File: config.mk
export PLATFORM = sky130hd
export DESIGN_NAME = regFile
export DESIGN_NICKNAME = d
export VERILOG_FILES = /design/src/verilog/wisc16Pkg.sv /design/src/verilog/regFile.sv
export VERILOG_INCLUDE_DIRS = /design/src /design/src/verilog
export SDC_FILE = /design/constraint.sdc
export NUM_CORES = 1
export LEC_CHECK = 0
export BUFFER_PORTS_ARGS = -buffer_cell sky130_fd_sc_hd__buf_4
export CORE_UTILIZATION = 54
export DETAILED_ROUTE_END_ITERATION = 6
export PLACE_DENSITY = 0.73
export SYNTH_ARGS = -nofsm -noshare
export SYNTH_HDL_FRONTEND = slang
export SYNTH_SLANG_ARGS = --single-unit
File: constraint.sdc
create_clock -name clk -period 2.5 [get_ports clk]
set_input_delay 0.375 -clock clk [delete_from_list [all_inputs] [get_ports clk]]
set_output_delay 0.375 -clock clk [all_outputs]
set_load 0.02 [all_outputs]
File: src/verilog/wisc16_cfg.svh
// Sizes for the wisc16 core; the ISA field layout assumes a 16-bit word and eight registers
`ifndef WISC16_CFG_SVH
`define WISC16_CFG_SVH

// Data path and byte address width
`define WISC_WORD_W 16

// General registers, power of two so the select field packs into 3 bits
`define WISC_REG_COUNT 8

// Words per memory, instruction and data alike
// Byte address bits above the depth wrap around
`define WISC_MEM_DEPTH 256

`endif
File: src/verilog/wisc16Pkg.sv
// Shared wisc16 types; opcode values are fixed by the instruction encoding and must not move
`default_nettype none

`include "wisc16_cfg.svh"

package wisc16Pkg;

   typedef logic [`WISC_WORD_W-1:0] wordT;                // Data word or byte address
   typedef logic [$clog2(`WISC_REG_COUNT)-1:0] regSelT;   // Register index

   // Instruction bits 15:11, anything not listed traps
   typedef enum logic [4:0] {
      opHalt  = 5'b00000,
      opNop   = 5'b00001,
      opRti   = 5'b00011,
      opJ     = 5'b00100,
      opAddi  = 5'b01000,
      opBeqz  = 5'b01100,
      opSt    = 5'b10000,
      opLd    = 5'b10001,
      opLbi   = 5'b11000,
      opRType = 5'b11011  // ADD, SUB, AND, OR by funct
   } opCodeT;

   typedef enum logic [2:0] {
      aluAdd,
      aluSub,
      aluAnd,
      aluOr,
      aluPassImm,
      aluPassB
   } aluOpT;

   typedef enum logic {
      running,
      halted
   } runStateT;

endpackage

`default_nettype wire

File: src/verilog/regFile.sv
// Eight registers all cleared on reset, none hardwired to zero; writes retire one cycle late
`default_nettype none
`timescale 1ns/10ps

`include "wisc16_cfg.svh"

module regFile (
   input  wire                      clk,
   input  wire                      rstN,
   input  wire  wisc16Pkg::regSelT  readSel1,
   input  wire  wisc16Pkg::regSelT  readSel2,
   input  wire  wisc16Pkg::regSelT  writeSel,
   input  wire  wisc16Pkg::wordT    writeData,
   input  wire                      writeEn,
   output wisc16Pkg::wordT          readData1,
   output wisc16Pkg::wordT          readData2
);

   wisc16Pkg::wordT   regs [`WISC_REG_COUNT];
   wisc16Pkg::regSelT pendSel;     // Posted write, retired into the array next edge
   wisc16Pkg::wordT   pendData;
   logic              pendValid;

   always_ff @(posedge clk) begin
      if (!rstN) begin
         for (int i = 0; i < `WISC_REG_COUNT; i++) begin
            regs[i] <= '0;
         end
         pendValid <= 1'b0;
         pendSel   <= '0;
         pendData  <= '0;
      end else begin
         if (pendValid) begin
            regs[pendSel] <= pendData;
         end
         pendValid <= writeEn;
         pendSel   <= writeSel;
         pendData  <= writeData;
      end
   end

   // Posted write is the newest copy, so it wins over the array
   assign readData1 = (pendValid && readSel1 == pendSel) ? pendData : regs[readSel1];
   assign readData2 = (pendValid && readSel2 == pendSel) ? pendData : regs[readSel2];

endmodule

`default_nettype wire

==> flow_summary_export.csv <==
group,metric,value,unit
clock_network,ctsRootBufferMaster,"clkbuf_16",
global_route,grt_pass1_wl,28400,um
synthesis,synth_cells,488,
placement,hpwl,11800,um
min_path,hold_path_class,"input pin to register",
route,dr.pass1.iters,5,
route,viasPerCell,6.23,
synthesis,yosysWarnings,0,
cells_and_area,drive_gt1_share,33.7,%
synthesis,synth-seq-cells,148,
sta,worst_slew_pin_slew,0.496,ns
global_route,antenna_found_initial,2,
die,core_area,14500,um2
min_path,min-delay-start,"writeData[13]",
pwr,power.total,6.12,mW
pwr,p_leak,3.93,nW
clock_network,cts.hold.buffers_added,0,
cells_and_area,fin_nets,593,
sta,skew,0.00572,ns
setup_path,crit_fanout,2,
die,start_util,55.1,%
sta,fin_crit_sh,98.2,%
clock_network,clock_sinks,148,
sta,drv_slew,0,
setup_path,cp-start-kind,"register",
sta,final-hold-violation-count,0,
placement,dp_cells,730,
setup_path,crit_type,"register to output pin",
route,postRouteAntennaNets,0,
die,ioPinCount,60,
setup_path,reg2reg_from,"pendSel[2]$_SDFF_PN0_",
synthesis,ys_types,20,
cells_and_area,regArea,4240,um2
setup_path,crit_slowest_cell,"mux4_1",
clock_network,cts_inserted_buffers,17,
global_route,overflow,0,
sta,max_freq,0.407,GHz
cells_and_area,final_cells,762,
sta,rsz0062_at_grt,"false",
clock_network,htreeDepth,4,
route,routed_wirelength,19200,um
flow_run,max_cap_violations,0,
die,die-width,124,um
route,first_iter_violations,427,
pwr,peakVddDrop,0.471,mV
clock_network,clk_latency,0.42,ns
setup_path,end_kind,"output pin",
setup_path,crit_chain,"mux4_1 -> mux2_2 -> mux2_2 -> buf_4",
synthesis,seq_area_frac_synth,53.2,%
route,vias,4747,
placement,placed_area,8770,um2
die,die-area,15300,um2
global_route,grt_usage,27.0,%
synthesis,syn_area,7970,um2
setup_path,critPathLaunch,"regs[1][4]$_SDFFCE_PN0P_",
clock_network,path_clk_slew,0.06,ns
setup_path,path_common_cell,"mux2_2",
sta,setup_viol,0,
sta,tns,0,ns
synthesis,avgSynthCellArea,16.3,um2
synthesis,yosysTopAreaCell,"edfxtp_1",
route,wl_per_cell,25.3,um
setup_path,cp.arrival,2.08,ns
route,route.detailed.drc,0,
cells_and_area,antenna_cells,0,
pwr,power_density,652,nW/um2
global_route,grt_max_degree,34,
die,die_h,124,um
placement,numPortBuffers,59,
sta,period_needed,2.45,ns
setup_path,required,2.12,ns
die,num_rows,44,
placement,gp_congestion,0.785,
sta,max_slew_margin,66.9,%
synthesis,yosys-top-cells-area,"edfxtp_1, mux4_1, and2_1, mux2_2, dfxtp_1",
clock_network,cts_tree,"yes",
setup_path,max_stage_delay,0.52,ns
clock_network,clock_path_buffers,2,
synthesis,syn_nets,516,
synthesis,synth_top_area_share,48.2,%
global_route,first_global_vias,4878,
cells_and_area,final_cell_area,9380,um2
cells_and_area,fillers,1044,
cells_and_area,multi_input_area,3520,um2
cells_and_area,area_growth,17.7,%
status,status,"finished clean",
[path summary, 6_finish.rpt]
path	to	slack (ns)	cells after the start
hold reg to reg	regs[0][1]$_SDFFCE_PN0P_	0.68	1
hold / removal	pendData[13]$_SDFF_PN0_	0.16	2
setup / recovery	readData2[4]	0.05	4
setup reg to reg	regs[0][1]$_SDFFCE_PN0P_	0.70	4
[routing by layer]
layer	routed length, um	share of wire [%]	vias up	GRT usage (%)
met5	0	0	-	0
met4	445	2.3	0	9.26
met3	1180	6.1	36	5.12
met2	9860	51	187	45.8
met1	7760	40	2462	35.0
li1	-	-	2062	-
[stage by stage]
step | utilization, % | hold WS (ns) | worst slack, ns
2_1_floorplan | - | 0.502 | 0.237
4_1_cts | 64.8 | 0.147 | 0.0231
3_3_place_gp | 60.6 | 0.584 | 0.135
3_5_place_dp | 60.6 | 0.585 | 0.115
5_1_grt | 64.8 | 0.149 | 0.00403
6_report | 64.8 | 0.160 | 0.0451
[synthesized netlist by cell type]
cell and instances:
clkbuf_1 22, buf_4 1, mux4_2 4, mux2_2 53, edfxtp_1 128, nor2_1 6
buf_2 3, nand2_1 1, nand3b_1 1, dfxtp_1 20, mux2_4 11, buf_6 9
nand4_1 2, nand2b_1 4, nor3_1 2, xnor2_1 6, mux4_1 60, nand3_1 1
o21ai_0 6, and2_1 148
[critical path, delay by kind of cell, from the launching register on]
kind	cells	cell delay, ns
buf+inv	1	0.16
mux	3	1.07
flops	1	0.43
[cell type report]
cell class / instances / area share, %
clock buffers: 20 / 4.97
repair buffers: 93 / 8.24
well taps: 184 / 2.45
multi-input cells: 305 / 37.5
flip-flops and latches: 148 / 45.2
clock inverters: 12 / 1.61
[timing repair]
item,4_1_cts,5_1_grt
endpoints found under the setup margin,1,1
resized for setup,1,1
hold endpoints to repair,0,0
setup buffers,0,0
gates cloned,0,0
[layout by cell type, fill, tap and decap left out, drive strengths merged]
cell type / count
and2: 148
edfxtp: 128
buf: 93
mux4: 64
mux2: 64
dfxtp: 20
clkbuf: 20
xnor2: 6
o21ai: 6
nor2: 6
clkinv: 5
nand2b: 4
bufinv: 3
nand4: 2
nor3: 2
inv: 2
clkinvlp: 2
nand3: 1
nand3b: 1
nand2: 1
[state kept, by name, indices dropped and copies added, names as in the netlist]
signal and count:
regs 128, pendData 16, pendSel 3, pendValid 1
[where the power goes]
part	internal, mW	total [mW]	switching [mW]
logic	0.343	0.658	0.315
registers	2.76	2.82	0.0676
clock network	1.65	2.63	0.984
total	4.75	6.12	1.37
[logic make-up after synthesis]
family | after synthesis | synth area share, %
AO/OA/AOI/OAI | 6 | 0.377
XOR/XNOR | 6 | 0.659
buffers and inverters | 35 | 2.59
flip-flops | 148 | 53.2
multiplexers | 128 | 30.5
AND/OR/NAND/NOR | 165 | 12.7
No activity file was read; power rests on OpenSTA's default activity.
