**src/verilog/wisc16_cfg.svh**
```systemverilog
// Sizes for the wisc16 core; the ISA field layout assumes a 16-bit word and eight registers
`ifndef WISC16_CFG_SVH
`define WISC16_CFG_SVH

// Data path and byte address width
`define WISC_WORD_W 16

// General registers, power of two so the select field packs into 3 bits
`define WISC_REG_COUNT 8

// Words per memory, instruction and data alike
// Byte address bits above the depth wrap around
`define WISC_MEM_DEPTH 256

`endif
```
**src/verilog/wisc16Pkg.sv**
```systemverilog
// Shared wisc16 types; opcode values are fixed by the instruction encoding and must not move
`default_nettype none

`include "wisc16_cfg.svh"

package wisc16Pkg;

   typedef logic [`WISC_WORD_W-1:0] wordT;                // Data word or byte address
   typedef logic [$clog2(`WISC_REG_COUNT)-1:0] regSelT;   // Register index

   // Instruction bits 15:11, anything not listed traps
   typedef enum logic [4:0] {
      opHalt  = 5'b00000,
      opNop   = 5'b00001,
      opRti   = 5'b00011,
      opJ     = 5'b00100,
      opAddi  = 5'b01000,
      opBeqz  = 5'b01100,
      opSt    = 5'b10000,
      opLd    = 5'b10001,
      opLbi   = 5'b11000,
      opRType = 5'b11011  // ADD, SUB, AND, OR by funct
   } opCodeT;

   typedef enum logic [2:0] {
      aluAdd,
      aluSub,
      aluAnd,
      aluOr,
      aluPassImm,
      aluPassB
   } aluOpT;

   typedef enum logic {
      running,
      halted
   } runStateT;

endpackage

`default_nettype wire

```
**src/verilog/alu.sv**
```systemverilog
// Two's complement ALU with no carry or overflow flags; immField is instruction bits 10:0
`default_nettype none
`timescale 1ns/10ps

module alu (
   input  wire  wisc16Pkg::aluOpT  aluOp,
   input  wire                     useImm,
   input  wire                     immSel,
   input  wire  wisc16Pkg::wordT   a,
   input  wire  wisc16Pkg::wordT   b,
   input  wire  [10:0]             immField,
   output wisc16Pkg::wordT         result,
   output wisc16Pkg::wordT         immDisp,
   output logic                    aIsZero
);

   wisc16Pkg::wordT imm;
   wisc16Pkg::wordT opB;

   // Operand immediate, 8 bits for LBI, else 5 bits
   assign imm = immSel ? wisc16Pkg::wordT'($signed(immField[7:0]))
                       : wisc16Pkg::wordT'($signed(immField[4:0]));

   // Branch offset, 11 bits for J, 8 bits for BEQZ
   assign immDisp = immSel ? wisc16Pkg::wordT'($signed(immField))
                           : wisc16Pkg::wordT'($signed(immField[7:0]));

   assign opB = useImm ? imm : b;

   always_comb begin
      case (aluOp)
         wisc16Pkg::aluAdd:     result = a + opB;   // Also load and store address
         wisc16Pkg::aluSub:     result = a - opB;   // Rs minus Rt
         wisc16Pkg::aluAnd:     result = a & opB;
         wisc16Pkg::aluOr:      result = a | opB;
         wisc16Pkg::aluPassImm: result = imm;
         wisc16Pkg::aluPassB:   result = b;
         default:               result = '0;
      endcase
   end

   // BEQZ tests Rs, which always arrives on a
   assign aIsZero = (a == '0);

endmodule

`default_nettype wire

```
**config.mk**
```make
export PLATFORM = sky130hd
export DESIGN_NAME = alu
export DESIGN_NICKNAME = d
export VERILOG_FILES = /design/src/verilog/wisc16Pkg.sv /design/src/verilog/alu.sv
export VERILOG_INCLUDE_DIRS = /design/src /design/src/verilog
export SDC_FILE = /design/constraint.sdc
export NUM_CORES = 1
export LEC_CHECK = 0
export BUFFER_PORTS_ARGS = -buffer_cell sky130_fd_sc_hd__buf_2
export CORE_ASPECT_RATIO = 2
export CORE_MARGIN = 5
export CORE_UTILIZATION = 42
export DETAILED_ROUTE_END_ITERATION = 16
export PLACE_DENSITY_LB_ADDON = 0.08
export SYNTH_ARGS = -nofsm -noshare
export SYNTH_HDL_FRONTEND = slang
export SYNTH_SLANG_ARGS = --single-unit
```
**constraint.sdc**
```tcl
create_clock -name vclk -period 7.6
set_input_delay 0.38 -clock vclk [all_inputs]
set_output_delay 0.38 -clock vclk [all_outputs]
set_load 0.005 [all_outputs]
```
==> impl_metrics.py <==
metrics = {
    "pwr": {
        "leakagePower_nw": 1.114,
        "ir_drop_mv": 0.04694,
        "combPwrFrac_pct": 100.0,
        "switching_power_w": 0.0001344,
        "clockPowerShare_pct": 0,
        "p_seq_share_pct": 0,
        "p_int_w": 0.0001018,
        "power.density_nw_per_um2": 97.54,
        "p_sw_share_pct": 56.90,
    },
    "final_layout": {
        "antennaDiodeCount": 0,
        "drive_gt1_share_pct": 27.52,
        "clkbuf_count": 0,
        "final_nets": 436,
        "final-seq-area_um2": 0,
        "final_common_cell": "buf_2",
        "utilization_pct": 48.00,
        "instances_no_fill": 425,
        "flow.area_growth_from_synthesis_pct": 12.75,
        "final_cell_mix": "81 x buf_2, 35 x nand2_1, 33 x o21ai_0, 23 x a21oi_1",
        "nFlopsAndLatches": 0,
    },
    "synth": {
        "syn_area_per_cell_um2": 6.842,
        "netlist_instances": 314,
        "syn_nets": 381,
        "synthesis.area_um2": 2148,
        "synth_cell_types": 64,
        "synth_seq_area_share_pct": 0,
        "ys_warn_count": 0,
    },
    "sta": {
        "tightestPinTransition_ns": 0.7533,
        "fin_crit_ns": 4.653,
        "min_period_over_period_pct": 61.22,
        "fmax_ghz": 0.2149,
        "slew_violations": 0,
        "setup_tns_ns": 0,
        "hold_violations": 0,
        "relSlewSlack_pct": 49.68,
        "layout_setup_ws_ns": 2.947,
        "setup_violations": 0,
        "whs_ns": 0.9439,
        "rsz0062_at_grt": "false",
    },
    "detailed_routing": {
        "via_per_inst": 5.793,
        "wirelength_mm": 7.557,
        "num_vias": 2462,
        "first_pass_iters": 4,
        "wl_per_cell_um": 17.78,
        "drt-initial-drc-count": 196,
        "drc_errors": 0,
        "antenna_left": 0,
    },
    "floorplanning": {
        "die_width_um": 60.57,
        "io_pins": 81,
        "fp.coreArea_um2": 5046,
        "start_util_pct": 42.57,
        "num_rows": 37,
        "die_area_um2": 6732,
        "dieHeight_um": 111.1,
    },
    "global_routing": {
        "grt_start_max_net_pins": 33,
        "first_global_vias": 2435,
        "grt_overflow_total": 0,
        "antenna_found_initial": 0,
        "grt_usage_pct": 22.35,
        "grt_first_pass_wirelength_mm": 12.11,
    },
    "hold_path": {
        "min_path_type": "primary input to primary output",
    },
    "placed_design": {
        "dpl_worst_slack_ns": 3.024,
        "gp_congestion": 0.9138,
        "placed_cells": 425,
        "dp_hpwl_mm": 6.324,
        "portBuffers": 81,
    },
    "worst_setup_path": {
        "end_kind": "primary output",
        "required_ns": 7.22,
        "path_cells": "buf_2, mux2i_1, ha_1, nand2_1, or4_4, nand2_1, xnor2_1, ha_1, o21ai_0, nor2_1, nor4b_1, o21ai_0, a21boi_0, xor2_1, o221ai_1, buf_2",
        "crit_arrival_ns": 4.27,
        "crit_slowest_cell": "buf_2",
        "start_kind": "primary input",
        "cp_max_fo": 32,
        "slowest_delay_ns": 0.48,
        "worst-setup-path-type": "primary input to primary output",
    },
    "status": {
        "status": "finished, final reports clean",
    },
    "clock_tree": {
        "cts_setup_buffers": 0,
        "post_cts_resize_count": 0,
        "hold_buffers": 0,
    },
    "job": {
        "drv_cap": 0,
    },
}
worst max-delay path: cells and delay by family:
| family | cells | cell delay [ns] |
|---|---|---|
| simple gates | 5 | 1.16 |
| compound gates | 4 | 0.77 |
| buf+inv | 2 | 0.63 |
| fa+ha+maj | 2 | 0.57 |
| mux | 1 | 0.46 |
| xor+xnor | 2 | 0.31 |
worst paths after layout:
| kind | start | to | cells after the start | slack (ns) |
|---|---|---|---|---|
| setup / recovery | useImm | result[13] | 16 | 2.95 |
| hold / removal | immField[6] | immDisp[6] | 2 | 0.94 |
routing by layer:
metal	vias up	global-route usage, %	part of all wire (%)
met5	-	0	0
met4	0	5.644	3.0
met3	10	2.214	6.3
met2	80	37.67	49
met1	1116	29.29	42
li1	1256	-	-
synthesized netlist by cell type (all sizes together) (2+ instances only):
master | n | share of area (%)
and4 | 2 | 0.82
xnor2 | 14 | 6.1
clkbuf | 8 | 2.3
nand2b | 8 | 2.3
buf | 19 | 6.8
a221oi | 7 | 2.9
or4 | 2 | 0.87
o21ai | 40 | 9.7
nor2 | 20 | 4.0
nor3b | 3 | 1.3
o221ai | 3 | 1.2
o22ai | 6 | 1.7
xor2 | 12 | 4.9
nor3 | 4 | 0.93
a211oi | 4 | 1.4
mux2 | 2 | 1.0
inv | 14 | 2.4
or2 | 3 | 0.99
mux2i | 9 | 4.2
nor2b | 4 | 1.2
nand4 | 2 | 0.58
a21oi | 25 | 6.2
o211ai | 3 | 1.3
nor4 | 5 | 2.2
a31oi | 4 | 1.2
maj3 | 8 | 3.8
nand3 | 5 | 1.2
o21a | 4 | 1.4
nand2 | 36 | 6.4
o21bai | 4 | 1.4
ha | 18 | 10
kinds of logic after synthesis:
kind of cell,Yosys count,share of synthesized area [%]
AO/OA/AOI/OAI,111,33.02
XOR/XNOR,26,10.95
multiplexers,11,5.242
AND/OR/NAND/NOR,97,23.65
adder cells (fa/ha/maj),27,15.20
buffers and inverters,42,11.94
per-stage QoR:
step                      instance area, um^2  total power [W]
after floorplan                          2148        0.0001665
after global placement                   2422        0.0002368
after detailed placement                 2422        0.0002346
after CTS                                2422        0.0002361
after global routing                     2422        0.0002618
final                                    2422        0.0002363
final cells by class:
class,count,area (um^2)
Fill cell,560,2624
Multi-Input combinational cell,272,1892
Timing Repair Buffer,81,405.4
Tap cell,58,72.57
Inverter,14,52.55
power groups by stage:
stage | Combinational [W] | Sequential [W] | Clock (W)
floorplan | 0.000167 | 0 | 0
CTS | 0.000236 | 0 | 0
global route | 0.000262 | 0 | 0
global placement | 0.000237 | 0 | 0
detailed placement | 0.000235 | 0 | 0
finish | 0.000236 | 0 | 0
Note: power is estimated with default switching activity, not from simulation.
