===== config.mk =====
export PLATFORM = sky130hd
export DESIGN_NAME = instrDecode
export DESIGN_NICKNAME = d
export VERILOG_FILES = /design/src/verilog/wisc16Pkg.sv /design/src/verilog/instrDecode.sv
export VERILOG_INCLUDE_DIRS = /design/src /design/src/verilog
export SDC_FILE = /design/constraint.sdc
export NUM_CORES = 1
export LEC_CHECK = 0
export BUFFER_PORTS_ARGS = -buffer_cell sky130_fd_sc_hd__buf_4
export CORE_AREA = 5 5 42 44
export DETAILED_ROUTE_END_ITERATION = 6
export DIE_AREA = 0 0 47 49
export PLACE_DENSITY = 0.49
export SLEW_MARGIN = 10
export SYNTH_ARGS = -nofsm -noshare
export SYNTH_HDL_FRONTEND = slang
export SYNTH_SLANG_ARGS = --single-unit

===== constraint.sdc =====
create_clock -name vclk -period 2
set_input_delay 0.6 -clock vclk [all_inputs]
set_output_delay 0.6 -clock vclk [all_outputs]
set_load 0.1 [all_outputs]

===== src/verilog/wisc16_cfg.svh =====
// Sizes for the wisc16 core; the ISA field layout assumes a 16-bit word and eight registers
`ifndef WISC16_CFG_SVH
`define WISC16_CFG_SVH

// Data path and byte address width
`define WISC_WORD_W 16

// General registers, power of two so the select field packs into 3 bits
`define WISC_REG_COUNT 8

// Words per memory, instruction and data alike
// Byte address bits above the depth wrap around
`define WISC_MEM_DEPTH 256

`endif

===== src/verilog/wisc16Pkg.sv =====
// Shared wisc16 types; opcode values are fixed by the instruction encoding and must not move
`default_nettype none

`include "wisc16_cfg.svh"

package wisc16Pkg;

   typedef logic [`WISC_WORD_W-1:0] wordT;                // Data word or byte address
   typedef logic [$clog2(`WISC_REG_COUNT)-1:0] regSelT;   // Register index

   // Instruction bits 15:11, anything not listed traps
   typedef enum logic [4:0] {
      opHalt  = 5'b00000,
      opNop   = 5'b00001,
      opRti   = 5'b00011,
      opJ     = 5'b00100,
      opAddi  = 5'b01000,
      opBeqz  = 5'b01100,
      opSt    = 5'b10000,
      opLd    = 5'b10001,
      opLbi   = 5'b11000,
      opRType = 5'b11011  // ADD, SUB, AND, OR by funct
   } opCodeT;

   typedef enum logic [2:0] {
      aluAdd,
      aluSub,
      aluAnd,
      aluOr,
      aluPassImm,
      aluPassB
   } aluOpT;

   typedef enum logic {
      running,
      halted
   } runStateT;

endpackage

`default_nettype wire


===== src/verilog/instrDecode.sv =====
// Purely combinational decode; addrLsb must come from the ALU address of the same instruction
`default_nettype none
`timescale 1ns/10ps

module instrDecode (
   input  wire  wisc16Pkg::opCodeT  opCode,
   input  wire  [1:0]               funct,
   input  wire                      addrLsb,
   input  wire                      running,
   output logic                     regWrite,
   output logic                     memWrite,
   output logic                     memToReg,
   output wisc16Pkg::aluOpT         aluOp,
   output logic                     useImm,
   output logic                     immSel,
   output logic                     dstSel,
   output logic                     jump,
   output logic                     branch,
   output logic                     trap,
   output logic                     rti,
   output logic                     halt,
   output logic                     err
);

   always_comb begin
      regWrite = 1'b0;
      memWrite = 1'b0;
      memToReg = 1'b0;
      aluOp    = wisc16Pkg::aluAdd;
      useImm   = 1'b0;
      immSel   = 1'b0;
      dstSel   = 1'b0;
      jump     = 1'b0;
      branch   = 1'b0;
      trap     = 1'b0;
      rti      = 1'b0;
      halt     = 1'b0;
      err      = 1'b0;

      case (opCode)
         wisc16Pkg::opHalt: begin
            halt = 1'b1;
         end
         wisc16Pkg::opNop: begin
            // No controls
         end
         wisc16Pkg::opRti: begin
            rti = 1'b1;
         end
         wisc16Pkg::opJ: begin
            jump   = 1'b1;
            immSel = 1'b1;   // 11-bit displacement
         end
         wisc16Pkg::opAddi: begin
            regWrite = 1'b1;
            useImm   = 1'b1;
         end
         wisc16Pkg::opBeqz: begin
            branch = 1'b1;   // 8-bit displacement, Rs on the A side
         end
         wisc16Pkg::opSt: begin
            useImm   = 1'b1;
            memWrite = !addrLsb;
            err      = addrLsb;
         end
         wisc16Pkg::opLd: begin
            useImm   = 1'b1;
            memToReg = 1'b1;
            regWrite = !addrLsb;   // Odd load leaves Rt alone
            err      = addrLsb;
         end
         wisc16Pkg::opLbi: begin
            regWrite = 1'b1;
            aluOp    = wisc16Pkg::aluPassImm;
            immSel   = 1'b1;
         end
         wisc16Pkg::opRType: begin
            regWrite = 1'b1;
            dstSel   = 1'b1;
            case (funct)
               2'b00:   aluOp = wisc16Pkg::aluAdd;
               2'b01:   aluOp = wisc16Pkg::aluSub;
               2'b10:   aluOp = wisc16Pkg::aluAnd;
               default: aluOp = wisc16Pkg::aluOr;
            endcase
         end
         default: begin
            trap = 1'b1;   // Illegal opcode
            err  = 1'b1;
         end
      endcase

      // Nothing moves while the core is held
      if (!running) begin
         regWrite = 1'b0;
         memWrite = 1'b0;
         jump     = 1'b0;
         branch   = 1'b0;
         trap     = 1'b0;
         rti      = 1'b0;
         halt     = 1'b0;
         err      = 1'b0;
      end
   end

endmodule

`default_nettype wire


==> flow_summary.ini <==
[synthesis]
synthDominantCellAreaShare = 0.1232
synth_area_leader_cell = nor4_1
synth.avg_cell_area_um2 = 6.350
ys_types = 25
ys_warn_count = 0
yosysSeqAreaShare = 0
netlist_area_um2 = 254.0
synthCells = 40
synth_area_leaders = nor4_1 (12%), and2_1 (7.4%), a221oi_2 (5.9%), nand2_1 (5.9%), nor2_1 (5.9%)
synth_nets = 49

[die]
placementRows = 14
die_area_um2 = 2303
core_area_um2 = 1401
ios = 24
initial_core_util = 0.1813
dieWidth_um = 47
fp.dieH_um = 49

[timing]
period_share = 1.144
hold_ws_ns = 1.580
rsz0062_at_grt = true
finalMaxSlewViolations = 0
layout_min_cycle_time_ns = 2.288
max_freq_mhz = 437.1
timing.final.hold_violations = 0
final.setup.worst_slack_ns = -0.2876
max_slew_margin = 0.8279
setup-violations-final = 15
worst-slew-pin-transition_ns = 0.2570

[job]
drv_cap = 0

[worst_setup_path]
worstPathMaxFanout = 4
critical_path_required_ns = 1.40
cp_data_arrival_time_ns = 1.69
cp-start-kind = input port
path_class = input port to output port
cp-end-kind = output port

[drt]
routedWlPerCell_um = 13.43
first_pass_iters = 2
routed_wl_mm = 1.289
drc_errors = 0
drtIter0Drc = 4
antenna_left = 0
viasPerCell = 4.885
vias = 469

[min_path]
worstHoldPathCells = 3
whs_endpoint = aluOp[0]
min_from = funct[0]
hold_class = input port to output port

[power]
internal_power_mw = 0.1059
power_frac_seq = 0
p_per_area_nw_per_um2 = 235.6
combPwrFrac = 1.000
swShare = 0.5555
p_clk_frac = 0
peakVddDrop_mv = 0.1672
power_leakage_nw = 0.4085
p_sw_mw = 0.1323
power_mw = 0.2382

[global_routing]
grt_overflow = 0
grt_max_degree = 10
grt_pass1_wl_mm = 2.104
antenna_found_initial = 0
grt_pass1_vias = 471
track_usage = 0.1172

[layout]
fin_nets = 91
layout.area.seq_um2 = 0
fillers = 109
drive_gt1_frac = 0.9000
final_cells = 96
nFlopsAndLatches = 0
nClkBuffers = 0
area_growth_pct = 298.0
insertedDiodeCount = 0
design_area_um2 = 1011

[cts]
ctsHoldBuffers = 0

[status]
failed_checks = negative setup slack
status = finished, violations left

[place]
place_hpwl_um = 940
dp.cells = 93
port_buffers = 24
globalplace.congestion = 0.6911
placed_cell_area_um2 = 694.4
dp_slack_ns = -0.4453
==> per-layer routing <==
metal / track usage / vias up / part of all wire
met5: 0 / - / 0
met4: 0 / 0 / 0.013
met3: 0.01845 / 2 / 0.077
met2: 0.2172 / 22 / 0.51
met1: 0.1435 / 215 / 0.40
li1: - / 230 / -
==> cell usage after synthesis <==
master,number
a31oi_1,1
nor3_1,1
and2_1,3
o21a_1,1
o31a_1,1
a21oi_1,2
nand2b_1,2
a21boi_0,1
nand2_1,4
nor4_1,5
a32oi_1,1
buf_4,1
nand3b_1,1
clkbuf_1,1
nor4b_1,1
or2_1,1
or4b_1,1
a21bo_2,1
nor2_1,4
buf_6,1
buf_2,2
and3_2,1
inv_1,1
or3_1,1
a221oi_2,1
==> repair_timing <==
action / 4_1_cts / 5_1_grt
pin swaps: 9 / 3
resized for setup: 62 / 6
setup endpoints to repair: 15 / 15
buffers inserted: 2 / 1
==> worst max-delay path, stage by stage <==
cell	delay, ns
buf_6	0.10
nand2b_4	0.13
or4b_4	0.49
a31oi_4	0.17
buf_12	0.19
==> through the flow <==
step                        util  TNS, ns
after floorplan                -   -7.031
after global placement    0.4955   -4.499
after detailed placement  0.4955   -4.538
after CTS                 0.6946   -2.318
after global routing      0.7214   -2.920
final                     0.7214   -2.332
==> cells in the final DEF, fill, tap and decap left out <==
master    instances
nor2_4            4
nor3_4            1
and2_4            3
o31a_1            1
o21a_4            1
a21boi_4          1
a21oi_4           1
or2_4             1
nand2b_4          2
and3_2            1
buf_12           11
buf_8             2
or4b_4            1
a221oi_4          1
a32oi_2           1
nor4_4            5
a21bo_4           1
buf_6            12
inv_1             1
nand3b_1          1
a21oi_2           1
buf_4            20
a31oi_4           1
nor4b_4           1
or3_1             1
nand2_1           4
==> power by group through the flow <==
stage	Combinational, mW	Clock (mW)	Sequential [mW]
2_1_floorplan	0.130	0	0
3_3_place_gp	0.178	0	0
6_report	0.238	0	0
3_5_place_dp	0.178	0	0
5_1_grt	0.249	0	0
4_1_cts	0.231	0	0
==> how the worst max path moves through the flow <==
stage	end	cells after the start	start	slack (ns)
2_1_floorplan	branch	4	opCode[0]	-0.79
3_3_place_gp	regWrite	5	opCode[3]	-0.44
3_5_place_dp	regWrite	5	opCode[3]	-0.45
4_1_cts	regWrite	5	opCode[3]	-0.29
5_1_grt	regWrite	5	opCode[3]	-0.31
6_report	regWrite	5	opCode[3]	-0.29
==> cell type report <==
cell class | count | area, um^2 | area share
Timing Repair Buffer | 45 | 535.5 | 0.5297
Inverter | 1 | 3.754 | 0.003713
Multi-Input combinational cell | 34 | 451.7 | 0.4468
Tap cell | 16 | 20.02 | 0.01980
==> logic make-up after synthesis <==
| family | synth area share |
|---|---|
| and+or+nand+nor | 0.5665 |
| buffers and inverters | 0.1428 |
| AOI/OAI and AO/OA | 0.2907 |
(Power assumes the default switching activity.)
