$ cat config.mk
export PLATFORM = sky130hd
export DESIGN_NAME = progCounter
export DESIGN_NICKNAME = d
export VERILOG_FILES = /design/src/verilog/wisc16Pkg.sv /design/src/verilog/progCounter.sv
export VERILOG_INCLUDE_DIRS = /design/src /design/src/verilog
export SDC_FILE = /design/constraint.sdc
export NUM_CORES = 1
export LEC_CHECK = 0
export ABC_CLOCK_PERIOD_IN_PS = 6100
export BUFFER_PORTS_ARGS = -buffer_cell sky130_fd_sc_hd__buf_4
export CELL_PAD_IN_SITES_DETAIL_PLACEMENT = 1
export CELL_PAD_IN_SITES_GLOBAL_PLACEMENT = 2
export CORE_ASPECT_RATIO = 1.2
export CORE_MARGIN = 2
export CORE_UTILIZATION = 35
export CTS_BUF_LIST = sky130_fd_sc_hd__clkbuf_8
export CTS_CLUSTER_DIAMETER = 100
export DETAILED_ROUTE_END_ITERATION = 16
export GPL_ROUTABILITY_DRIVEN = 0
export PLACE_DENSITY = 0.9
export SLEW_MARGIN = 20
export SYNTH_ARGS = -nofsm -noshare
export SYNTH_HDL_FRONTEND = slang
export SYNTH_SLANG_ARGS = --single-unit
$ cat constraint.sdc
create_clock -name clk -period 6.1 [get_ports clk]
set_input_delay 0.915 -clock clk [delete_from_list [all_inputs] [get_ports clk]]
set_output_delay 0.915 -clock clk [all_outputs]
set_load 0.02 [all_outputs]
$ cat src/verilog/wisc16_cfg.svh
// Sizes for the wisc16 core; the ISA field layout assumes a 16-bit word and eight registers
`ifndef WISC16_CFG_SVH
`define WISC16_CFG_SVH

// Data path and byte address width
`define WISC_WORD_W 16

// General registers, power of two so the select field packs into 3 bits
`define WISC_REG_COUNT 8

// Words per memory, instruction and data alike
// Byte address bits above the depth wrap around
`define WISC_MEM_DEPTH 256

`endif
$ cat src/verilog/wisc16Pkg.sv
// Shared wisc16 types; opcode values are fixed by the instruction encoding and must not move
`default_nettype none

`include "wisc16_cfg.svh"

package wisc16Pkg;

   typedef logic [`WISC_WORD_W-1:0] wordT;                // Data word or byte address
   typedef logic [$clog2(`WISC_REG_COUNT)-1:0] regSelT;   // Register index

   // Instruction bits 15:11, anything not listed traps
   typedef enum logic [4:0] {
      opHalt  = 5'b00000,
      opNop   = 5'b00001,
      opRti   = 5'b00011,
      opJ     = 5'b00100,
      opAddi  = 5'b01000,
      opBeqz  = 5'b01100,
      opSt    = 5'b10000,
      opLd    = 5'b10001,
      opLbi   = 5'b11000,
      opRType = 5'b11011  // ADD, SUB, AND, OR by funct
   } opCodeT;

   typedef enum logic [2:0] {
      aluAdd,
      aluSub,
      aluAnd,
      aluOr,
      aluPassImm,
      aluPassB
   } aluOpT;

   typedef enum logic {
      running,
      halted
   } runStateT;

endpackage

`default_nettype wire

$ cat src/verilog/progCounter.sv
// PC steps by 2 bytes; trap vector fixed at address 2 and a trap inside the handler overwrites EPC
`default_nettype none
`timescale 1ns/10ps

module progCounter (
   input  wire                    clk,
   input  wire                    rstN,
   input  wire                    jump,
   input  wire                    branch,
   input  wire                    branchTaken,
   input  wire                    trap,
   input  wire                    rti,
   input  wire                    halt,
   input  wire  wisc16Pkg::wordT  immDisp,
   output wisc16Pkg::wordT        pc,
   output wisc16Pkg::wordT        pcPlus2
);

   wisc16Pkg::wordT     pcReg;
   wisc16Pkg::wordT     epcReg;   // Return address for RTI
   wisc16Pkg::wordT     nextPc;
   wisc16Pkg::runStateT runState;

   assign pc      = pcReg;
   assign pcPlus2 = pcReg + wisc16Pkg::wordT'(2);

   always_comb begin
      if (runState == wisc16Pkg::halted) begin
         nextPc = pcReg;
      end else if (trap) begin
         nextPc = wisc16Pkg::wordT'(2);   // Handler entry
      end else if (rti) begin
         nextPc = epcReg;
      end else if (jump || (branch && branchTaken)) begin
         nextPc = pcPlus2 + immDisp;      // Displacement is from the next instruction
      end else if (halt) begin
         nextPc = pcReg;   // Park on the HALT word so decode keeps halt high
      end else begin
         nextPc = pcPlus2;
      end
   end

   always_ff @(posedge clk) begin
      if (!rstN) begin
         pcReg    <= '0;
         epcReg   <= '0;
         runState <= wisc16Pkg::running;
      end else begin
         pcReg <= nextPc;
         if (trap && runState == wisc16Pkg::running) begin
            epcReg <= pcPlus2;   // Resume after the offending word
         end
         if (halt) begin
            runState <= wisc16Pkg::halted;   // Left only through reset
         end
      end
   end

endmodule

`default_nettype wire

==> qor.txt, run 1 <==
Max-Cap Viols = 0
Post-CTS Resized = 0
Setup TNS Final = 0 ps
Data arrival, critical path = 3610 ps
LEAKAGE = 1.43 nW
WL/cell = 18.0 µm
Data required, critical path = 6280 ps
later-pin clock latency in the skew report = 290 ps
clock-pin slew on the worst setup and hold paths = 80 ps
final cell count without fillers = 477
setup ws final = 2670 ps
largest fanout on the critical path = 9
first-pass GRT wire length = 13.9 mm
remaining global-route overflow = 0
Final Max Slew Viols = 0
Synth Register Bits = 33
initial antenna violation count = 0
Clock Sinks = 33
hold_sp = epcReg[0]
die width = 83.0 µm
RSZ-0062 raised after global routing = false
Gate Count Post-Synth = 338
final hold violation count = 0
DR vias/cell = 5.68
outcome = completed
Synth cell types = 61
share of post-route cells with drive strength above 1 = 20.7%
Top FF cell, synth = dfxtp_1
mapped cell area = 2620 µm²
IO Count = 56
clock buffer depth = 2
final worst path period share = 56.2%
CTS Buf Count = 5
DRC Markers = 0
Placement Setup Slack = 2750 ps
largest net degree at the start of global routing = 23
Crit Path Class = reg -> reg
hold_buf cts = 0
TritonCTS clock tree = done
TritonRoute pass-1 iters = 5
Root Driver = clkbuf_8
area grow syn2layout = 21.6%
Rel. slew slack = 31.4%
Hold Crit Class = reg -> reg
vias in the first global route = 2686
EDFF count, synth = 0
IR drop worst, VDD = 0.0855 mV
fin nets = 429
final number of setup-violating endpoints = 0
synth warn = 0
die area = 8210 µm²
IO buf count = 55
GRT Overall Usage = 20.8%
Antenna Cells = 0
htree depth = 2
Synthesized Nets = 381
DP Wirelength = 6.62 mm
Final min period = 3430 ps
hold path cells = 2
FP Rows = 34
worst clock skew = 8.30 ps
flop2flop setup slack = 2670 ps
most area-consuming cells after synthesis = dfxtp_1 25%, ha_1 8.6%, nor2_1 6.0%
top-count cell post-synth = nor2_1
worst r2r dst = pc[14]
Reg-to-Reg Start = pc[1]
startpoint types = flop
Cell Pwr Density = 207 nW/µm²
Die H = 98.8 µm
syn avg cell area = 7.76 µm²
core box area = 7270 µm²
initial core utilization = 36.1%
Hold Crit Endpoint = epcReg[0]
Final ANT Viol Nets = 0
Post-synth ARST share = 0%
Fmax = 0.292 GHz
DP Cell Count = 469
cell taking the most area after synthesis = dfxtp_1
post-synth top area share = 25.2%
reg2reg path depth = 12
drt total wl = 8.61 mm
Post-synth top cells = 42 x nor2_1, 35 x nand2_1, 33 x dfxtp_1, 24 x o21ai_0, 22 x a21oi_1
CP endpoint kind = flop
sequential area share after synthesis = 25.2%
Worst-Margin Slew = 1030 ps
post-CTS setup buffer count = 0
via count = 2709
first-iteration detailed-routing DRC count = 104
[registers in the layout, summed over array words and instances, names as in the netlist]
register / cells
epcReg: 16
runState: 1
pc: 16
[worst max-delay path by stage]
stage / start / end / slack (ps) / depth (start not counted)
6_report: pc[1] / pc[14] / 2670 / 12
4_1_cts: pc[1] / pc[14] / 2710 / 12
3_5_place_dp: pc[1] / pc[14] / 2750 / 12
2_1_floorplan: pc[1] / pc[14] / 2800 / 12
5_1_grt: pc[1] / pc[14] / 2440 / 12
3_3_place_gp: pc[1] / pc[14] / 2850 / 12
[cell usage in the layout (no fill, tap or decap), drive strengths merged, types with 3 or more instances in the layout]
| master | Yosys | layout |
|---|---|---|
| nand2b | 5 | 5 |
| nand2 | 35 | 35 |
| dfxtp | 33 | 33 |
| nand3 | 10 | 10 |
| clkbuf | 10 | 6 |
| o211ai | 5 | 5 |
| xnor2 | 14 | 14 |
| a211oi | 13 | 13 |
| a32oi | 4 | 4 |
| o21a | 3 | 3 |
| nor2 | 43 | 43 |
| a21o | 8 | 8 |
| a21oi | 22 | 22 |
| nand4 | 7 | 7 |
| o21ai | 26 | 26 |
| nor3 | 11 | 11 |
| and2 | 3 | 3 |
| and3 | 5 | 5 |
| ha | 18 | 18 |
| xor2 | 10 | 10 |
| inv | 15 | 16 |
| buf | 4 | 55 |
[where the power goes]
part           internal [mW]  switching, mW
registers              0.229         0.0164
logic                 0.0812          0.117
clock network          0.132         0.0847
[through the flow]
stage / power, mW / instance area, µm² / util [%] / hold WS (ps)
2_1_floorplan: 0.379 / 2620 / - / 437
3_3_place_gp: 0.445 / 3070 / 42.2 / 444
3_5_place_dp: 0.448 / 3070 / 42.2 / 451
6_report: 0.660 / 3190 / 43.8 / 461
5_1_grt: 0.696 / 3190 / 43.8 / 501
4_1_cts: 0.665 / 3190 / 43.8 / 460
[cell type report]
cell class | count | area (µm²)
repair buffers | 55 | 413
multi-input cells | 276 | 1830
clock inverters | 2 | 33.8
inverters | 15 | 56.3
fillers | 908 | 4090
well taps | 90 | 113
flip-flops and latches | 33 | 661
clock buffers | 6 | 82.6
[metal layers]
| metal | track usage [%] | vias to the layer above | wire, µm | part of all wire [%] |
|---|---|---|---|---|
| met4 | 5.30 | 0 | 101 | 1.2 |
| li1 | - | 1326 | - | - |
| met3 | 1.93 | 8 | 282 | 3.3 |
| met2 | 38.2 | 53 | 4490 | 52 |
| met1 | 26.1 | 1322 | 3740 | 43 |
| met5 | 0 | - | 0 | 0 |
[worst max-delay path: stages (launching register included)]
cell and delay, ps:
dfxtp_1 550, ha_1 320, nand4_1 190, nor2_1 180, and2_1 200, xor2_1 360
ha_1 380, a21o_1 240, a21o_1 180, a21oi_1 190, a2bb2oi_1 180, o21ai_0 90
a311o_1 260
[cell families (layout without fill, tap and decap cells)]
group	count (synthesis)	after routing	synth area share, %
AO/OA/AOI/OAI	105	105	27.7
flip-flops	33	33	25.2
XOR/XNOR	24	24	8.30
adder cells (fa/ha/maj)	19	19	9.35
AND/OR/NAND/NOR	126	126	23.6
multiplexers	2	2	0.811
buffers and inverters	29	78	5.15
No activity file was read; power rests on OpenSTA's default activity.
==> inputs of run 2 (changes only) <==
--- a/config.mk
+++ b/config.mk
@@ -6,18 +6,18 @@
 export SDC_FILE = /design/constraint.sdc
 export NUM_CORES = 1
 export LEC_CHECK = 0
-export ABC_CLOCK_PERIOD_IN_PS = 6100
+export ABC_CLOCK_PERIOD_IN_PS = 2800
 export BUFFER_PORTS_ARGS = -buffer_cell sky130_fd_sc_hd__buf_4
 export CELL_PAD_IN_SITES_DETAIL_PLACEMENT = 1
 export CELL_PAD_IN_SITES_GLOBAL_PLACEMENT = 2
 export CORE_ASPECT_RATIO = 1.2
 export CORE_MARGIN = 2
-export CORE_UTILIZATION = 35
+export CORE_UTILIZATION = 29
 export CTS_BUF_LIST = sky130_fd_sc_hd__clkbuf_8
 export CTS_CLUSTER_DIAMETER = 100
 export DETAILED_ROUTE_END_ITERATION = 16
 export GPL_ROUTABILITY_DRIVEN = 0
-export PLACE_DENSITY = 0.9
+export PLACE_DENSITY = 0.8
 export SLEW_MARGIN = 20
 export SYNTH_ARGS = -nofsm -noshare
 export SYNTH_HDL_FRONTEND = slang
==> constraint.sdc (replaced) <==
create_clock -name clk -period 2.8 [get_ports clk]
set_input_delay 0.42 -clock clk [delete_from_list [all_inputs] [get_ports clk]]
set_output_delay 0.42 -clock clk [all_outputs]
set_load 0.02 [all_outputs]
==> run 2 against run 1 <==
Flip-flop and latch count unchanged. Via count increased by 6.2%. Combinational power increased to 2.7 times the previous value. Hold slack got worse by 41 ps. Clock power increased by 60%. Non-clock buffer count increased by 42. Global-route usage decreased by 0.90 points. Maximum frequency increased by 28%. Total power increased by 110%. Core utilization decreased by 2.4 points. Sequential share of layout area decreased by 2.4 points. Critical path depth unchanged. Critical path type unchanged. Critical endpoint is now pc[12].
==> qor.txt, run 2 (same netlist as run 1, synthesis figures left out) <==
reg2reg path depth = 12
share of post-route cells with drive strength above 1 = 34.5%
Clock Power Share = 24.7%
remaining global-route overflow = 0
Max-Cap Viols = 0
Final min period = 2680 ps
post-route cell area = 3700 µm²
net switching power = 0.500 mW
Hold Crit Class = in -> reg
DRC Markers = 0
post-place instance area = 3420 µm²
Reg-to-Reg Start = pc[6]
final worst path period share = 95.9%
Root Driver = clkbuf_8
fin nets = 471
Data arrival, critical path = 2860 ps
largest fanout on the critical path = 5
outcome = completed
WL/cell = 17.8 µm
Antenna Cells = 0
Worst-Margin Slew = 637 ps
setup ws final = 115 ps
Data required, critical path = 2980 ps
combinational power share = 37.6%
DR vias/cell = 5.24
fin util = 41.4%
Die H = 108 µm
first-pass GRT wire length = 15.7 mm
worst clock skew = 5.13 ps
CTS Buf Count = 5
IR drop worst, VDD = 0.152 mV
CP endpoint kind = flop
RSZ-0062 raised after global routing = true
met1 Resource Use GR = 23.8%
Reg power frac = 37.7%
LEAKAGE = 1.65 nW
hold_ws = 420 ps
Cell Pwr Density = 377 nW/µm²
IO Count = 56
Final Max Slew Viols = 0
first-iteration detailed-routing DRC count = 118
met2 Use GR = 37.6%
hold_sp = halt
flop2flop setup slack = 120 ps
initial core utilization = 29.4%
most common cell after layout, fill and taps aside = buf_4
core box area = 8940 µm²
IO buf count = 55
clock-pin slew on the worst setup and hold paths = 70 ps
vias in the first global route = 2974
Placement Setup Slack = -59.6 ps
TritonCTS clock tree = done
die width = 90.8 µm
final hold violation count = 0
DP Wirelength = 7.55 mm
worst r2r dst = pc[12]
layer with the highest usage = met2
Int Pwr = 0.897 mW
met3 Use GR = 2.51%
Rel. slew slack = 57.4%
GRT Overall Usage = 19.9%
die area = 9830 µm²
TritonRoute pass-1 iters = 4
Fmax = 0.372 GHz
Final ANT Viol Nets = 0
htree depth = 2
most frequent cells in the layout = 96 x buf_4, 42 x nor2_1, 35 x nand2_1
area grow syn2layout = 41.2%
FP Rows = 38
drt total wl = 9.79 mm
via count = 2878
total power = 1.40 mW
Switching Share = 35.8%
clock buffer depth = 2
startpoint types = flop
critical path startpoint = pc[6]
final number of setup-violating endpoints = 0
largest net degree at the start of global routing = 22
Clock Sinks = 33
Worst setup endpoint = pc[12]
initial antenna violation count = 0
later-pin clock latency in the skew report = 280 ps
Crit Path Class = reg -> reg
==> run 2: changes by cell type in the layout (fill, tap and decap cells not counted), moves of 3 or more <==
cell	before	now
xor2_1	10	6
ha_1	18	10
buf_4	55	96
xor2_2	0	3
dfxtp_4	0	4
ha_4	0	6
dfxtp_1	33	27
==> run 2: critical path, cell delays in order (launching register included) <==
cell	delay (ps)
dfxtp_4	390
and4_4	270
nand4_1	160
xor2_2	270
inv_1	90
ha_1	320
buf_4	130
o21ai_0	70
a32oi_1	250
o21ai_4	130
mux2_1	230
nand2_1	50
a22o_1	210
==> run 2: worst min-delay path by stage <==
| stage | end | slack, ps | depth (start not counted) |
|---|---|---|---|
| after global placement | epcReg[2] | 440 | 2 |
| after global routing | runState | 450 | 3 |
| after floorplan | epcReg[0] | 440 | 2 |
| after detailed placement | epcReg[0] | 450 | 2 |
| after CTS | runState | 420 | 3 |
| final | runState | 420 | 3 |
==> run 2: final cells by class <==
type	instances	area [µm²]
fillers	1149	5240
inverters	15	56.3
clock buffers	5	68.8
flip-flops and latches	33	678
repair buffers	97	732
well taps	120	150
multi-input cells	276	2010
clock inverters	3	11.3
==> run 2: through the flow <==
step	setup TNS [ps]	cells
detailed placement	-101	534
global placement	0	534
floorplan	-26.5	338
global route	-175	549
finish	0	549
CTS	0	542
==> run 2: power by group through the flow <==
| stage | logic (mW) | registers [mW] | clock network, mW |
|---|---|---|---|
| global placement | 0.481 | 0.535 | 0 |
| global route | 0.578 | 0.531 | 0.366 |
| CTS | 0.499 | 0.527 | 0.352 |
| floorplan | 0.281 | 0.549 | 0 |
| detailed placement | 0.491 | 0.538 | 0 |
| finish | 0.525 | 0.527 | 0.345 |
==> run 2: repair_timing <==
action	in CTS	in global routing
buffers inserted	0	7
resized for setup	7	24
pin swaps	0	15
setup endpoints to repair	3	6
endpoints found under the hold margin	0	0
hold buffers	0	0
==> run 2: metal layers <==
metal,vias up,wire length (µm)
met2,57,5200
met3,14,333
li1,1403,-
met1,1404,4090
met5,-,0
met4,0,168
==> inputs of run 3 (changes only) <==
--- a/config.mk
+++ b/config.mk
@@ -8,11 +8,11 @@
 export LEC_CHECK = 0
 export ABC_CLOCK_PERIOD_IN_PS = 2800
 export BUFFER_PORTS_ARGS = -buffer_cell sky130_fd_sc_hd__buf_4
-export CELL_PAD_IN_SITES_DETAIL_PLACEMENT = 1
-export CELL_PAD_IN_SITES_GLOBAL_PLACEMENT = 2
+export CELL_PAD_IN_SITES_DETAIL_PLACEMENT = 0
+export CELL_PAD_IN_SITES_GLOBAL_PLACEMENT = 1
 export CORE_ASPECT_RATIO = 1.2
 export CORE_MARGIN = 2
-export CORE_UTILIZATION = 29
+export CORE_UTILIZATION = 37
 export CTS_BUF_LIST = sky130_fd_sc_hd__clkbuf_8
 export CTS_CLUSTER_DIAMETER = 100
 export DETAILED_ROUTE_END_ITERATION = 16
==> run 3 against run 2 <==
Non-clock buffer count decreased by 5. Die area down 21%. Flip-flop and latch count did not move. Global-route usage grew 3.0 points. Critical path depth fell by 2. Wire length fell by 13%. Highest routed layer unchanged. Clock skew rose by 1.7 ps. Maximum frequency fell by 0.57%. Sequential share of layout area increased by 0.36 points. Largest power group unchanged. Combinational power decreased by 3%. Sequential power about the same. Via count fell by 1.0%.
==> qor.txt, run 3 (same netlist as run 1, synthesis figures left out) <==
outcome = completed
drt total wl = 8.52 mm
most common cell after layout, fill and taps aside = buf_4
IO Count = 56
die area = 7780 µm²
FP Rows = 33
fin util = 53.1%
critical path startpoint = pc[1]
first-pass GRT wire length = 13.6 mm
hold_ws = 419 ps
vias in the first global route = 2777
Data arrival, critical path = 2940 ps
CP endpoint kind = flop
first-iteration detailed-routing DRC count = 248
Antenna Cells = 0
clock-pin slew on the worst setup and hold paths = 70 ps
die width = 80.9 µm
DR vias/cell = 5.57
via count = 2848
initial core utilization = 38.3%
final hold violation count = 0
core box area = 6850 µm²
IO buf count = 55
area grow syn2layout = 38.7%
fillers = 666
Rel. slew slack = 55.7%
DP Wirelength = 6.45 mm
initial antenna violation count = 0
Max-Cap Viols = 0
hold_buf cts = 0
DRC Markers = 0
flop2flop setup slack = 100 ps
met1 Resource Use GR = 29.4%
Crit Path Class = reg -> reg
layer with the highest usage = met2
Clock Sinks = 33
met2 Use GR = 39.2%
TritonCTS clock tree = done
Final ANT Viol Nets = 0
CTS Buf Count = 5
area occupied by registers = 679 µm²
final cell count without fillers = 511
TritonRoute pass-1 iters = 5
later-pin clock latency in the skew report = 290 ps
final worst path period share = 96.4%
most frequent cells in the layout = 92 x buf_4, 41 x nor2_1, 34 x nand2_1
htree depth = 2
final number of setup-violating endpoints = 0
clock buffer depth = 2
area of the multi-input gates = 2000 µm²
Final min period = 2700 ps
largest fanout on the critical path = 5
met3 Use GR = 2.91%
LEAKAGE = 1.63 nW
largest net degree at the start of global routing = 22
fin nets = 466
DP Cell Count = 500
hold_sp = halt
Die H = 96.2 µm
Hold Crit Class = in -> reg
worst clock skew = 6.79 ps
WL/cell = 16.7 µm
Root Driver = clkbuf_8
Data required, critical path = 3040 ps
IR drop worst, VDD = 0.176 mV
Cell Pwr Density = 395 nW/µm²
Final Max Slew Viols = 0
RSZ-0062 raised after global routing = true
share of post-route cells with drive strength above 1 = 35.1%
remaining global-route overflow = 0
startpoint types = flop
Reg-to-Reg Start = pc[1]
GRT Overall Usage = 22.9%
Worst-Margin Slew = 662 ps
Fmax = 0.370 GHz
-- run 3: final timing paths --
path | to | cells after the start
worst max-delay path | pc[12] | 10
worst min-delay path | runState | 3
worst max register to register | pc[12] | 10
worst min register to register | epcReg[0] | 2
-- run 3: layout make-up --
| type | instances | area share [%] |
|---|---|---|
| Multi-Input combinational cell | 276 | 55.0 |
| Inverter | 15 | 1.55 |
| Sequential cell | 33 | 18.7 |
| Clock buffer | 7 | 2.65 |
| Timing Repair Buffer | 92 | 19.0 |
| Tap cell | 87 | 2.99 |
| Clock inverter | 1 | 0.138 |
-- run 3: worst max-delay path: stages, from the launching register on --
cell,delay (ps)
dfxtp_4,350
ha_2,220
nand3_1,160
xnor2_2,180
ha_1,350
and3_1,190
a221o_1,390
o21ai_4,260
mux2_1,360
nand2_1,80
a22o_1,120
-- run 3: power breakdown --
group	switching, mW	total (mW)	internal (mW)
Sequential	0.0260	0.524	0.498
Combinational	0.283	0.508	0.225
Clock	0.185	0.407	0.222
Total	0.493	1.44	0.946
-- run 3: timing repair --
item                       4_1_cts  5_1_grt
gates resized for setup          4       27
hold endpoints to repair         0        0
setup endpoints to repair        3        7
buffers inserted                 0        3
pin swaps                        0       11
-- run 3: metrics by stage --
step                      setup TNS, ps  cell area (µm²)  setup slack, ps  power, mW
after detailed placement          -78.4             3370            -40.2       1.01
after global routing              -51.5             3640            -35.3       1.51
after global placement            -39.2             3370            -22.8       1.01
after CTS                         -1.28             3500            -1.28       1.42
after floorplan                   -26.5             2670            -26.5      0.830
final                                 0             3640             99.9       1.44
-- run 3: routing by layer --
metal  up-vias  wire length [µm]
met5         -                 0
met4         0               198
met3        21               352
met2        84              4210
met1      1346              3760
li1       1397                 -
